[config.mk]
export PLATFORM = sky130hd
export DESIGN_NAME = MipsExecUnit
export DESIGN_NICKNAME = d
export VERILOG_FILES = /design/src/apbPkg.sv /design/src/mipsIsaPkg.sv /design/src/MipsExecUnit.sv /design/src/ApbRegIf.sv /design/src/InstrDecoder.sv /design/src/Alu.sv /design/src/RegisterFile.sv
export SDC_FILE = /design/constraint.sdc
export NUM_CORES = 2
export LEC_CHECK = 0
export BUFFER_PORTS_ARGS = -buffer_cell sky130_fd_sc_hd__buf_4
export CAP_MARGIN = 30
export CORE_ASPECT_RATIO = 1.2
export CORE_MARGIN = 5
export CORE_UTILIZATION = 37
export CTS_CLUSTER_SIZE = 24
export DETAILED_ROUTE_END_ITERATION = 7
export PLACE_DENSITY_LB_ADDON = 0.12
export SLEW_MARGIN = 20
export SYNTH_ARGS = -nofsm -noshare
export SYNTH_HDL_FRONTEND = slang
export SYNTH_HIERARCHICAL = 1
export SYNTH_SLANG_ARGS = --single-unit
[constraint.sdc]
create_clock -name i_Clock -period 4.1 [get_ports i_Clock]
set_input_delay 0.615 -clock i_Clock [delete_from_list [all_inputs] [get_ports i_Clock]]
set_output_delay 0.615 -clock i_Clock [all_outputs]
set_load 0.005 [all_outputs]
[src/apbPkg.sv]
/* APB3 without wait states, 12-bit byte address space.
   Register window holds 32 word slots starting at REG_BASE */
package apbPkg;

    typedef logic [11:0] apbAddr_t;  // Byte address
    typedef logic [31:0] apbData_t;  // Bus data word

    // Requester to completer
    typedef struct packed {
        logic     pSel;
        logic     pEnable;
        logic     pWrite;
        apbAddr_t pAddr;
        apbData_t pWData;
    } apbReq_t;

    // Completer to requester
    typedef struct packed {
        apbData_t pRData;
        logic     pReady;
        logic     pSlvErr;
    } apbRsp_t;

    // ------------------------------------------------------------------------
    // Address map
    // ------------------------------------------------------------------------
    localparam apbAddr_t INSTR_ADDR  = 12'h000;  // Write issues one instruction
    localparam apbAddr_t STATUS_ADDR = 12'h004;  // {illegal, retired} counts
    localparam apbAddr_t REG_BASE    = 12'h080;  // Register n at REG_BASE + 4n

endpackage

[src/mipsIsaPkg.sv]
/* MIPS32 integer subset only, with no memory, branch or HI/LO encodings.
   Opcode and funct enums carry the architectural field values */
package mipsIsaPkg;

    typedef logic [31:0] word_t;     // Data word and instruction word
    typedef logic [4:0]  regAddr_t;  // Register index as encoded in rs/rt/rd

    // Major opcode, instruction bits 31:26
    typedef enum logic [5:0] {
        OPC_SPECIAL = 6'h00,  // R-type, operation in funct
        OPC_ADDIU   = 6'h09,
        OPC_SLTI    = 6'h0A,
        OPC_SLTIU   = 6'h0B,
        OPC_ANDI    = 6'h0C,
        OPC_ORI     = 6'h0D,
        OPC_XORI    = 6'h0E,
        OPC_LUI     = 6'h0F
    } opcode_e;

    // SPECIAL funct, instruction bits 5:0
    typedef enum logic [5:0] {
        FN_SLL  = 6'h00,
        FN_SRL  = 6'h02,
        FN_SRA  = 6'h03,
        FN_ADDU = 6'h21,
        FN_SUBU = 6'h23,
        FN_AND  = 6'h24,
        FN_OR   = 6'h25,
        FN_XOR  = 6'h26,
        FN_NOR  = 6'h27,
        FN_SLT  = 6'h2A,
        FN_SLTU = 6'h2B
    } funct_e;

    typedef enum logic [3:0] {
        ALU_ADD, ALU_SUB, ALU_AND, ALU_OR, ALU_XOR, ALU_NOR,
        ALU_SLT, ALU_SLTU, ALU_SLL, ALU_SRL, ALU_SRA, ALU_LUI
    } aluOp_e;

    // Decoded control for one instruction
    typedef struct packed {
        regAddr_t   rs;       // Source A
        regAddr_t   rt;       // Source B, shift source
        regAddr_t   dest;     // rd for R-type, rt for I-type
        aluOp_e     aluOp;
        logic       useImm;   // Operand B from imm, not rt
        word_t      imm;      // Already extended
        logic [4:0] shamt;
        logic       wrEn;     // Instruction writes a register
        logic       illegal;
    } decCtrl_t;

endpackage
[src/MipsExecUnit.sv]
/* One instruction per APB write to INSTR, retired at the end of its access
   cycle. REG_ADDR_BITS from 3 to 5 sets the implemented register count */
`timescale 1ns/10ps

module MipsExecUnit #(
    parameter int REG_ADDR_BITS = 5  // Register index bits actually built
) (
    input  logic            i_Clock,
    input  logic            i_arstN,
    input  apbPkg::apbReq_t i_Apb,
    output apbPkg::apbRsp_t o_Apb
);
    import mipsIsaPkg::*;

    word_t    instr;      // Word under decode
    logic     issue;      // Legal INSTR write strobe
    decCtrl_t ctrl;
    regAddr_t rdAddrA;    // Window index or rs
    word_t    rdDataA;
    word_t    rdDataB;
    word_t    aluResult;

    // ------------------------------------------------------------------------
    // Bus side
    // ------------------------------------------------------------------------
    ApbRegIf #(.REG_ADDR_BITS(REG_ADDR_BITS)) u_ApbRegIf (
        .i_Clock   (i_Clock),
        .i_arstN   (i_arstN),
        .i_Req     (i_Apb),
        .i_Illegal (ctrl.illegal),
        .i_DecRs   (ctrl.rs),
        .i_RdDataA (rdDataA),
        .o_Rsp     (o_Apb),
        .o_Instr   (instr),
        .o_Issue   (issue),
        .o_RdAddrA (rdAddrA)
    );

    InstrDecoder #(.REG_ADDR_BITS(REG_ADDR_BITS)) u_InstrDecoder (
        .i_Instr (instr),
        .o_Ctrl  (ctrl)
    );

    // ------------------------------------------------------------------------
    // Datapath
    // ------------------------------------------------------------------------
    RegisterFile #(.REG_ADDR_BITS(REG_ADDR_BITS)) u_RegisterFile (
        .i_Clock    (i_Clock),
        .i_arstN    (i_arstN),
        .i_WrAddr   (ctrl.dest),
        .i_WrData   (aluResult),
        .i_WrEnable (ctrl.wrEn & issue),  // Write only on the issuing edge
        .i_RdAddrA  (rdAddrA),
        .i_RdAddrB  (ctrl.rt),
        .o_RdDataA  (rdDataA),
        .o_RdDataB  (rdDataB)
    );

    Alu u_Alu (
        .i_Op     (ctrl.aluOp),
        .i_A      (rdDataA),
        .i_B      (ctrl.useImm ? ctrl.imm : rdDataB),  // I-type takes the immediate
        .i_Shamt  (ctrl.shamt),
        .o_Result (aluResult)
    );

endmodule

[src/ApbRegIf.sv]
/* Zero wait states, PREADY tied high. Counters are 16 bits each and wrap,
   STATUS reads {illegal, retired}. Reads of INSTR return zero */
`timescale 1ns/10ps

module ApbRegIf #(
    parameter int REG_ADDR_BITS = 5  // Window slots beyond 2**bits answer with error
) (
    input  logic                 i_Clock,
    input  logic                 i_arstN,
    input  apbPkg::apbReq_t      i_Req,
    input  logic                 i_Illegal,   // From decoder
    input  mipsIsaPkg::regAddr_t i_DecRs,
    input  mipsIsaPkg::word_t    i_RdDataA,
    output apbPkg::apbRsp_t      o_Rsp,
    output mipsIsaPkg::word_t    o_Instr,
    output logic                 o_Issue,     // Legal INSTR write, access cycle only
    output mipsIsaPkg::regAddr_t o_RdAddrA
);
    import apbPkg::*;
    import mipsIsaPkg::*;

    localparam int       NUM_REGS     = 2 ** REG_ADDR_BITS;
    localparam apbAddr_t WIN_IDX_MASK = 12'h07C;  // Bits 6:2 select the window slot

    logic        access;      // Second cycle of a transfer
    logic        hitInstr;
    logic        hitStatus;
    logic        hitWindow;
    logic        winInRange;
    logic        instrWr;     // Any INSTR write in access phase
    logic        addrErr;
    regAddr_t    winIdx;
    logic [15:0] retiredCnt;
    logic [15:0] illegalCnt;
    word_t       status;

    // ------------------------------------------------------------------------
    // Address decode
    // ------------------------------------------------------------------------
    assign access     = i_Req.pSel & i_Req.pEnable;
    assign hitInstr   = (i_Req.pAddr == INSTR_ADDR);
    assign hitStatus  = (i_Req.pAddr == STATUS_ADDR);
    assign hitWindow  = ((i_Req.pAddr & ~WIN_IDX_MASK) == REG_BASE);  // Word aligned only
    assign winIdx     = i_Req.pAddr[6:2];
    assign winInRange = (winIdx < NUM_REGS);
    assign instrWr    = access & i_Req.pWrite & hitInstr;

    // Unmapped, write to a read-only slot, or window past the register count
    assign addrErr = !(hitInstr | hitStatus | hitWindow) |
                     (i_Req.pWrite & !hitInstr) |
                     (hitWindow & !winInRange);

    // Instruction path
    assign o_Instr   = i_Req.pWData;
    assign o_Issue   = instrWr & !i_Illegal;
    assign o_RdAddrA = hitWindow ? winIdx : i_DecRs;  // Window borrows port A

    assign status = {illegalCnt, retiredCnt};

    // Response, combinational in the access cycle
    always_comb begin
        o_Rsp.pReady  = 1'b1;
        o_Rsp.pSlvErr = access & (addrErr | (instrWr & i_Illegal));
        if (hitStatus) begin
            o_Rsp.pRData = status;
        end else if (hitWindow & winInRange) begin
            o_Rsp.pRData = i_RdDataA;
        end else begin
            o_Rsp.pRData = '0;
        end
    end

    // Retire and illegal counters, same edge as the register write
    always_ff @(posedge i_Clock or negedge i_arstN) begin
        if (!i_arstN) begin
            retiredCnt <= '0;
            illegalCnt <= '0;
        end else if (instrWr) begin
            if (i_Illegal) begin
                illegalCnt <= illegalCnt + 16'd1;
            end else begin
                retiredCnt <= retiredCnt + 16'd1;
            end
        end
    end

endmodule

[src/InstrDecoder.sv]
/* Combinational. wrEn only marks an instruction as writing a register,
   the actual write still needs the issue strobe from the bus side */
`timescale 1ns/10ps

module InstrDecoder #(
    parameter int REG_ADDR_BITS = 5  // Fields at or above 2**bits are illegal
) (
    input  mipsIsaPkg::word_t    i_Instr,
    output mipsIsaPkg::decCtrl_t o_Ctrl
);
    import mipsIsaPkg::*;

    localparam int NUM_REGS = 2 ** REG_ADDR_BITS;

    opcode_e  opcode;
    funct_e   funct;
    regAddr_t rs;
    regAddr_t rt;
    regAddr_t rd;
    logic     rType;       // SPECIAL opcode
    logic     knownOp;     // Encoding is supported
    logic     immSigned;   // Sign- vs zero-extend imm
    logic     regRangeErr; // Field beyond implemented registers

    // Instruction fields
    assign opcode = opcode_e'(i_Instr[31:26]);
    assign funct  = funct_e'(i_Instr[5:0]);
    assign rs     = i_Instr[25:21];
    assign rt     = i_Instr[20:16];
    assign rd     = i_Instr[15:11];
    assign rType  = (opcode == OPC_SPECIAL);

    // rd only matters for R-type, I-type reuses those bits as immediate
    assign regRangeErr = (rs >= NUM_REGS) || (rt >= NUM_REGS) ||
                         (rType && (rd >= NUM_REGS));

    always_comb begin
        knownOp   = 1'b1;
        immSigned = 1'b0;
        o_Ctrl    = '0;
        case (opcode)
            OPC_SPECIAL: begin
                case (funct)
                    FN_SLL:  o_Ctrl.aluOp = ALU_SLL;
                    FN_SRL:  o_Ctrl.aluOp = ALU_SRL;
                    FN_SRA:  o_Ctrl.aluOp = ALU_SRA;
                    FN_ADDU: o_Ctrl.aluOp = ALU_ADD;
                    FN_SUBU: o_Ctrl.aluOp = ALU_SUB;
                    FN_AND:  o_Ctrl.aluOp = ALU_AND;
                    FN_OR:   o_Ctrl.aluOp = ALU_OR;
                    FN_XOR:  o_Ctrl.aluOp = ALU_XOR;
                    FN_NOR:  o_Ctrl.aluOp = ALU_NOR;
                    FN_SLT:  o_Ctrl.aluOp = ALU_SLT;
                    FN_SLTU: o_Ctrl.aluOp = ALU_SLTU;
                    default: knownOp = 1'b0;
                endcase
            end
            OPC_ADDIU: begin
                o_Ctrl.aluOp = ALU_ADD;
                immSigned    = 1'b1;
            end
            OPC_SLTI: begin
                o_Ctrl.aluOp = ALU_SLT;
                immSigned    = 1'b1;
            end
            OPC_SLTIU: begin
                o_Ctrl.aluOp = ALU_SLTU;
                immSigned    = 1'b1;  // Extended signed, compared unsigned
            end
            OPC_ANDI: o_Ctrl.aluOp = ALU_AND;
            OPC_ORI:  o_Ctrl.aluOp = ALU_OR;
            OPC_XORI: o_Ctrl.aluOp = ALU_XOR;
            OPC_LUI:  o_Ctrl.aluOp = ALU_LUI;
            default:  knownOp = 1'b0;
        endcase

        // Common fields
        o_Ctrl.rs      = rs;
        o_Ctrl.rt      = rt;
        o_Ctrl.dest    = rType ? rd : rt;
        o_Ctrl.useImm  = !rType;
        o_Ctrl.imm     = immSigned ? {{16{i_Instr[15]}}, i_Instr[15:0]}
                                   : {16'h0000, i_Instr[15:0]};
        o_Ctrl.shamt   = i_Instr[10:6];
        o_Ctrl.illegal = !knownOp || regRangeErr;
        o_Ctrl.wrEn    = !o_Ctrl.illegal;
    end

endmodule

[src/Alu.sv]
/* Purely combinational. Shifts take rt on i_B and the instruction shamt,
   LUI expects the zero-extended immediate on i_B */
`timescale 1ns/10ps

module Alu (
    input  mipsIsaPkg::aluOp_e i_Op,
    input  mipsIsaPkg::word_t  i_A,      // rs
    input  mipsIsaPkg::word_t  i_B,      // rt or immediate
    input  logic [4:0]         i_Shamt,  // From decCtrl_t.shamt
    output mipsIsaPkg::word_t  o_Result
);
    import mipsIsaPkg::*;

    logic ltSigned;    // A < B, two's complement
    logic ltUnsigned;  // A < B, magnitude

    assign ltSigned   = $signed(i_A) < $signed(i_B);
    assign ltUnsigned = i_A < i_B;

    always_comb begin
        case (i_Op)
            // Arithmetic wraps, no overflow trap
            ALU_ADD:  o_Result = i_A + i_B;
            ALU_SUB:  o_Result = i_A - i_B;

            // Bitwise logic
            ALU_AND:  o_Result = i_A & i_B;
            ALU_OR:   o_Result = i_A | i_B;
            ALU_XOR:  o_Result = i_A ^ i_B;
            ALU_NOR:  o_Result = ~(i_A | i_B);

            // Set-less-than, result is 0 or 1
            ALU_SLT:  o_Result = {31'b0, ltSigned};
            ALU_SLTU: o_Result = {31'b0, ltUnsigned};

            // Shifts of rt by shamt
            ALU_SLL:  o_Result = i_B << i_Shamt;
            ALU_SRL:  o_Result = i_B >> i_Shamt;
            ALU_SRA:  o_Result = word_t'($signed(i_B) >>> i_Shamt);  // Sign fill

            ALU_LUI:  o_Result = {i_B[15:0], 16'h0000};  // Immediate to upper half
            default:  o_Result = '0;
        endcase
    end

endmodule

[src/RegisterFile.sv]
/* Register 0 has no storage and reads zero. Only the low REG_ADDR_BITS
   of each index are decoded, so range checks belong to the callers */
`timescale 1ns/10ps

module RegisterFile #(
    parameter int REG_ADDR_BITS = 5  // Implemented index bits, 3 to 5
) (
    input  logic                 i_Clock,
    input  logic                 i_arstN,
    // Write port
    input  mipsIsaPkg::regAddr_t i_WrAddr,
    input  mipsIsaPkg::word_t    i_WrData,
    input  logic                 i_WrEnable,
    // Read ports
    input  mipsIsaPkg::regAddr_t i_RdAddrA,
    input  mipsIsaPkg::regAddr_t i_RdAddrB,
    output mipsIsaPkg::word_t    o_RdDataA,
    output mipsIsaPkg::word_t    o_RdDataB
);
    import mipsIsaPkg::*;

    localparam int NUM_REGS = 2 ** REG_ADDR_BITS;

    word_t                    regs [1:NUM_REGS-1];  // Registers 1..N-1
    logic [REG_ADDR_BITS-1:0] wrIdx;
    logic [REG_ADDR_BITS-1:0] rdIdxA;
    logic [REG_ADDR_BITS-1:0] rdIdxB;

    // Implemented index bits
    assign wrIdx  = i_WrAddr[REG_ADDR_BITS-1:0];
    assign rdIdxA = i_RdAddrA[REG_ADDR_BITS-1:0];
    assign rdIdxB = i_RdAddrB[REG_ADDR_BITS-1:0];

    // Write at the clock edge, register 0 silently dropped
    always_ff @(posedge i_Clock or negedge i_arstN) begin
        if (!i_arstN) begin
            for (int i = 1; i < NUM_REGS; i++) begin
                regs[i] <= '0;
            end
        end else if (i_WrEnable && (wrIdx != '0)) begin
            regs[wrIdx] <= i_WrData;
        end
    end

    // Combinational reads
    assign o_RdDataA = (rdIdxA == '0) ? '0 : regs[rdIdxA];
    assign o_RdDataB = (rdIdxB == '0) ? '0 : regs[rdIdxB];

endmodule

### Word-level counts from Yosys, hierarchy flattened

Cells that the tools add are included.

| cells by class | value |
|---|---|
| add/sub/neg operators | 4 |
| eq/ne operators | 30 |
| divide/modulo/power cells | 0 |
| multiplexer cells | 23 |
| multiply operators | 0 |
| shift operators | 3 |
| reductions and logical operators | 17 |
| bitwise operators | 20 |
| order comparisons | 6 |

Operators by type and width:

| kind | count |
|---|---|
| $bwmux W992 | 1 |
| $pmux W32 S12 | 1 |
| $mux W32 | 11 |
| $bmux W32 S5 | 2 |
| $demux W32 S5 | 1 |
| $lt A32 B32 Y1 | 2 |
| $eq A6 B6 Y1 const B | 8 |
| $eq A6 B4 Y1 const B | 7 |
| $pmux W4 S10 | 1 |
| $add A16 B1 Y16 const B | 2 |
| $add A32 B32 Y32 | 1 |
| $and A32 B32 Y32 | 1 |
| $not A32 Y32 | 1 |
| $or A32 B32 Y32 | 1 |
| $shl A32 B5 Y32 | 1 |
| $shr A32 B5 Y32 | 1 |
| $sshr A32 B5 Y32 | 1 |
| $sub A32 B32 Y32 | 1 |
| $xor A32 B32 Y32 | 1 |
| $pmux W4 S7 | 1 |
| $ge A6 B6 Y1 const B | 3 |
| $not A5 Y6 | 3 |
| $eq A4 B3 Y1 const B | 4 |
| $eq A4 B4 Y1 const B | 4 |
| 23 further kinds | 43 |

| storage, ports and cells | value |
|---|---|
| logic and storage cells | 136 |
| register bits | 1024 |
| input bits | 49 |
| latch bits | 0 |
| memories kept | 0 |
| RAM bits | 0 |
| ROM bits | 0 |
| output and inout port bits | 34 |

### Logic depth before layout (Yosys ltp)

| logic depth | value |
|---|---|
| depth after elaboration | 11 |
| gate-level depth with buffers | 26 |
| depth with buffers taken out | 21 |

### Modules after synthesis

Netlist, hierarchy kept.

By module, submodules not included:

| module | times used | area each (um2) | cells an instance |
|---|---|---|---|
| RegisterFile | 1 | 53587.6 | 3775 |
| Alu | 1 | 8979.9 | 1322 |
| ApbRegIf | 1 | 2327.2 | 232 |
| InstrDecoder | 1 | 710.7 | 98 |
| MipsExecUnit | 1 | 550.5 | 37 |

### Worst setup path before layout

Ideal clock, no wire load.

| path | value |
|---|---|
| kind | in2reg |
| from | input port i_Apb[33] in the netlist's numbering |
| to | register u_RegisterFile/regs[505] in the netlist's numbering |
| stages on the path | 26 |
| slack | -1.939 ns |
| arrival time | 5.914 ns |
| library setup time | 0.125 ns |
| buffers on the path | 6 |
| cell sequence | nor4_4 > and3_1 > buf_2 > mux2_2 > buf_4 > buf_2 > nor2b_1 > buf_2 > a221oi_1 > nor3_1 > a21oi_1 > o21ai_0 > inv_1 > ha_1 > buf_6 > a21oi_4 > o21ai_1 > a31o_2 > a221o_2 > a41o_4 > a21boi_4 > o21ai_2 > a221o_1 > a221o_1 > clkbuf_1 > mux2_2 |

RTL lines:

| what | RTL line | RTL |
|---|---|---|
| start, declared | MipsExecUnit.sv:10 | `input apbPkg::apbReq_t i_Apb,` |
| $eq A7 B3 Y1 (*) | ApbRegIf.sv:43 | `assign hitWindow = ((i_Req.pAddr & ~WIN_IDX_MASK) == REG_BASE);` |
| $mux W5 (*) | ApbRegIf.sv:56 | `assign o_RdAddrA = hitWindow ? winIdx : i_DecRs;` |
| named net rdAddrA[0] | MipsExecUnit.sv:18 | `regAddr_t rdAddrA;` |
| $not A5 Y6 (not written as such) | RegisterFile.sv:46 | `assign o_RdDataA = (rdIdxA == '0) ? '0 : regs[rdIdxA];` |
| $bmux W32 S5 | RegisterFile.sv:46 |  |
| $mux W32 (not written as such) (2 in series) | RegisterFile.sv:46 |  |
| $mux W32 (*) | RegisterFile.sv:46 |  |
| named net rdDataA[14] | MipsExecUnit.sv:19 | `word_t rdDataA;` |
| $sub A32 B32 Y32 / $add A32 B32 Y32 (equally long branches) | Alu.sv:24, Alu.sv:23 |  |
| $pmux W32 S12 (*) | Alu.sv:21 | `case (i_Op)` |
| named net aluResult[25] | MipsExecUnit.sv:21 | `word_t aluResult;` |
| $bwmux W992 (*) | RegisterFile.sv:41 | `regs[wrIdx] <= i_WrData;` |
| end signal, assigned by index | RegisterFile.sv:41 |  |
| end, declared | RegisterFile.sv:24 | `word_t regs [1:NUM_REGS-1];` |

The timed path passes the listed nets; every way through them passes the cells marked *. The select of a mux whose other input is x is not followed.
A chain may end at the register's enable or synchronous reset.

### Final worst setup path

| path | value |
|---|---|
| from | input port i_Apb[33] in the netlist's numbering |
| to | register u_RegisterFile/regs[381] in the netlist's numbering |

The elaborated chain is that of the path after synthesis.

==> metrics.md <==
| Metric | Value |
|---|---|
| Mean area per synthesized cell | 12.11 sq um |
| Tcrit/Tclk final | 139.8% |
| Die Span Y | 473.2 um |
| VDD IR max | 0.3372 mV |
| First-pass GRT wire length | 409900 um |
| Max transition margin | 33.87% |
| Starting Density | 37.07% |
| Most frequent CP cell | buf_12 |
| Top FF cell, synth | dfrtp_1 |
| Synth Register Bits | 1024 |
| Final worst slack | -1.634 ns |
| CP endpoint kind | flip-flop |
| Nets | 6927 |
| PwrDens | 295.1 mW/mm^2 |
| Slowest CP cell | mux2_8 |
| Critical Path RT | 4.74 ns |
| Worst EP arrival | 6.38 ns |
| Share of cells above drive strength 1 | 54.88% |
| Minimum clock period | 5.734 ns |
| Worst skew pair latency | 0.77 ns |
| F_max | 0.1744 GHz |
| Total grt overflow | 0 |
| Avg WL per Cell | 31.29 um |
| CTS Sinks | 1024 |
| WP buf/inv | 7 |
| Mapped Nets | 5615 |
| Core area | 0.1785 sq mm |
| Initial antenna violation count | 10 |
| Placed Instance Area | 0.08244 sq mm |
| Crit Path Max Fanout | 31 |
| Site Rows | 170 |
| Post-synth top area cell | dfrtp_1 |
| CP startpoint kind | primary input |
| Root buffer cell | clkbuf_16 |
| Clk_skew | 0.05494 ns |
| Gp weighted congestion | 1.004 |
| LEAKAGE | 42.06 nW |
| Area growth syn-to-layout | 32.17% |
| Drc violations | 0 |
| Least-Margin Pin Slew | 0.9920 ns |
| Crit path kind | in -> reg |
| Post-synth EDFFs | 0 |
| FFs w/ async S/R, synth | 100.0% |
| Final setup fails | 1024 |
| Antenna Nets Post-Route | 0 |
| H-tree Lvls | 3 |
| First-pass DRT Iterations | 8 |
| Unrepaired setup endpoints after global routing | yes |
| HPWL Detailed | 204100 um |
| I/O pins | 83 |
| Top cells by area, synth | dfrtp_1 39%, mux2_2 18%, mux4_2 15%, mux2i_1 3.3%, ha_1 1.9% |
| Chip width | 396.0 um |
| Cell count after synthesis | 5464 |
| Number of distinct library cells after synthesis | 109 |
| Final instance area | 0.08744 sq mm |
| Register area share after synthesis | 38.73% |
| Yosys top cell area share | 38.73% |
| Vias | 54400 |
| Total wire length | 287600 um |
| Failing checks | setup timing |
| Worst stage delay on the critical path | 0.44 ns |
| Synth Warn # | 6 |
| Hold WC Path Type | in -> reg |
| Num CTS Buffers | 113 |
| Post-layout util | 49.00% |
| Clock Tree Buf Depth | 3 |
| Initial drt markers | 4684 |
| Max-cap violations | 0 |
| Port Buffers | 81 |
| Die ar. | 0.1874 sq mm |
| Tot GR Track Use | 29.91% |
| WHS | 0.4036 ns |
| CTS tree | yes |
| Via density | 5.918 |
| Clk pin slew, worst setup/hold paths | 0.06 ns |
| Synth Cell Area | 0.06616 sq mm |
| Largest net degree at the start of global routing | 102 |
| Vias in the first global route | 55890 |
| Final hold violations | 0 |
| Kind of cell adding the most delay to the critical path | compound AO/OA/AOI/OAI gates |
| Status | complete, but fails checks |
| Final Slew Violations | 0 |
[worst register-to-register path, delay by kind of cell (launching register included)]
| family | cells | cell delay, ns |
|---|---|---|
| AOI/OAI and AO/OA | 9 | 1.75 |
| muxes | 3 | 1.01 |
| DFF | 1 | 0.39 |
| adders and majority gates | 1 | 0.22 |
| buffers and inverters | 6 | 1.00 |
| and+or+nand+nor | 3 | 0.79 |
[worst paths after layout]
kind	endpoint	slack (ns)	from	cells after the start
max in group asynchronous	u_RegisterFile/regs[51]	2.37	i_arstN	3
min	u_ApbRegIf/retiredCnt[2]	0.40	i_Apb[45]	4
max reg2reg	u_RegisterFile/regs[783]	-1.20	u_RegisterFile/regs[905]	22
max	u_RegisterFile/regs[381]	-1.63	i_Apb[33]	26
min reg2reg	u_ApbRegIf/retiredCnt[10]	0.50	u_ApbRegIf/retiredCnt[10]	1
min in group asynchronous	u_RegisterFile/regs[98]	0.50	i_arstN	2
[registers in the layout, summed over array words and instances, names as in the netlist]
name	count
u_ApbRegIf/illegalCnt	16
u_ApbRegIf/retiredCnt	16
u_RegisterFile/regs	992
[where the power goes]
| group | total [W] | switching, W | internal, W | leakage, nW |
|---|---|---|---|---|
| Sequential | 0.0101 | 0.0000000949 | 0.0101 | 14.3 |
| Combinational | 0.00492 | 0.00298 | 0.00194 | 25.8 |
| Clock | 0.0108 | 0.00452 | 0.00626 | 1.91 |
[logic make-up (layout without fill, tap and decap cells)]
| family | count (synthesis) | count (layout) | share of synthesized area (%) |
|---|---|---|---|
| AOI/OAI and AO/OA | 869 | 869 | 9.279 |
| xor gates and xnor gates | 37 | 37 | 0.5012 |
| adders and majority gates | 102 | 102 | 1.952 |
| buffers and inverters | 727 | 2126 | 5.496 |
| DFF | 1024 | 1024 | 38.73 |
| muxes | 1778 | 1781 | 37.35 |
| other | 1 | 6 | 0.005668 |
| and+or+nand+nor | 926 | 926 | 6.680 |
[through the flow]
stage	worst slack [ns]	cells	TNS, ns	power (W)
global route	-1.724	9190	-1468.36	0.02663
global placement	-2.571	8954	-2201.35	0.01492
detailed placement	-2.585	8954	-2208.27	0.01491
finish	-1.634	9193	-1345.36	0.02581
floorplan	-1.620	5464	-1132.55	0.01238
CTS	-1.576	9167	-1308.42	0.02583
[cells in the mapped netlist, drive strengths merged, types with 21 or more instances]
master     n
a211oi    38
a21o      21
a21oi    229
a221oi    77
a22o      37
a22oi     24
a31oi     23
buf      370
clkbuf   250
dfrtp   1024
ha       100
inv      106
mux2    1126
mux2i    221
mux4     431
nand2    331
nand3     75
nand4     21
nor2     223
nor2b     78
nor3      77
o211ai    73
o21ai    132
o221ai    23
xor2      22
[layer usage]
layer | part of all wire, % | up-vias | global-route usage [%]
li1 | - | 23280 | -
met2 | 47 | 1978 | 49.36
met1 | 41 | 28560 | 39.25
met4 | 5.5 | 6 | 13.41
met3 | 5.8 | 578 | 4.264
met5 | 0.017 | - | 0
[cell type report]
| class | instances | area, sq um |
|---|---|---|
| Multi-Input combinational cell | 3716 | 38090 |
| Inverter | 107 | 404.1 |
| Timing Repair Buffer | 1814 | 16520 |
| Fill cell | 16030 | 91020 |
| Clock inverter | 37 | 486.7 |
| Clock buffer | 168 | 3387 |
| Antenna cell | 5 | 12.51 |
| Tap cell | 2322 | 2905 |
| Sequential cell | 1024 | 25620 |
[placed cells by master, fill, tap and decap left out, types with 66 or more instances in the layout]
cell type	count
ha_1	86
nor2b_1	71
mux2i_1	221
nor2_1	208
buf_12	210
clkbuf_16	122
o211ai_1	73
inv_1	97
buf_4	1569
mux4_2	431
nor3_1	66
o21ai_0	94
dfrtp_1	1024
nand2_1	316
a21oi_1	204
nand3_1	73
mux2_2	1055
[timing repair]
item                                   in CTS  in global routing
gates cloned                                2                  9
hold buffers                                1                  0
endpoints found under the hold margin      51                  0
gates resized for setup                    51                 97
buffers inserted                            5                 12
pin swaps                                  10                 38
setup endpoints to repair                1024               1024
Note: power is estimated with default switching activity, not from simulation.
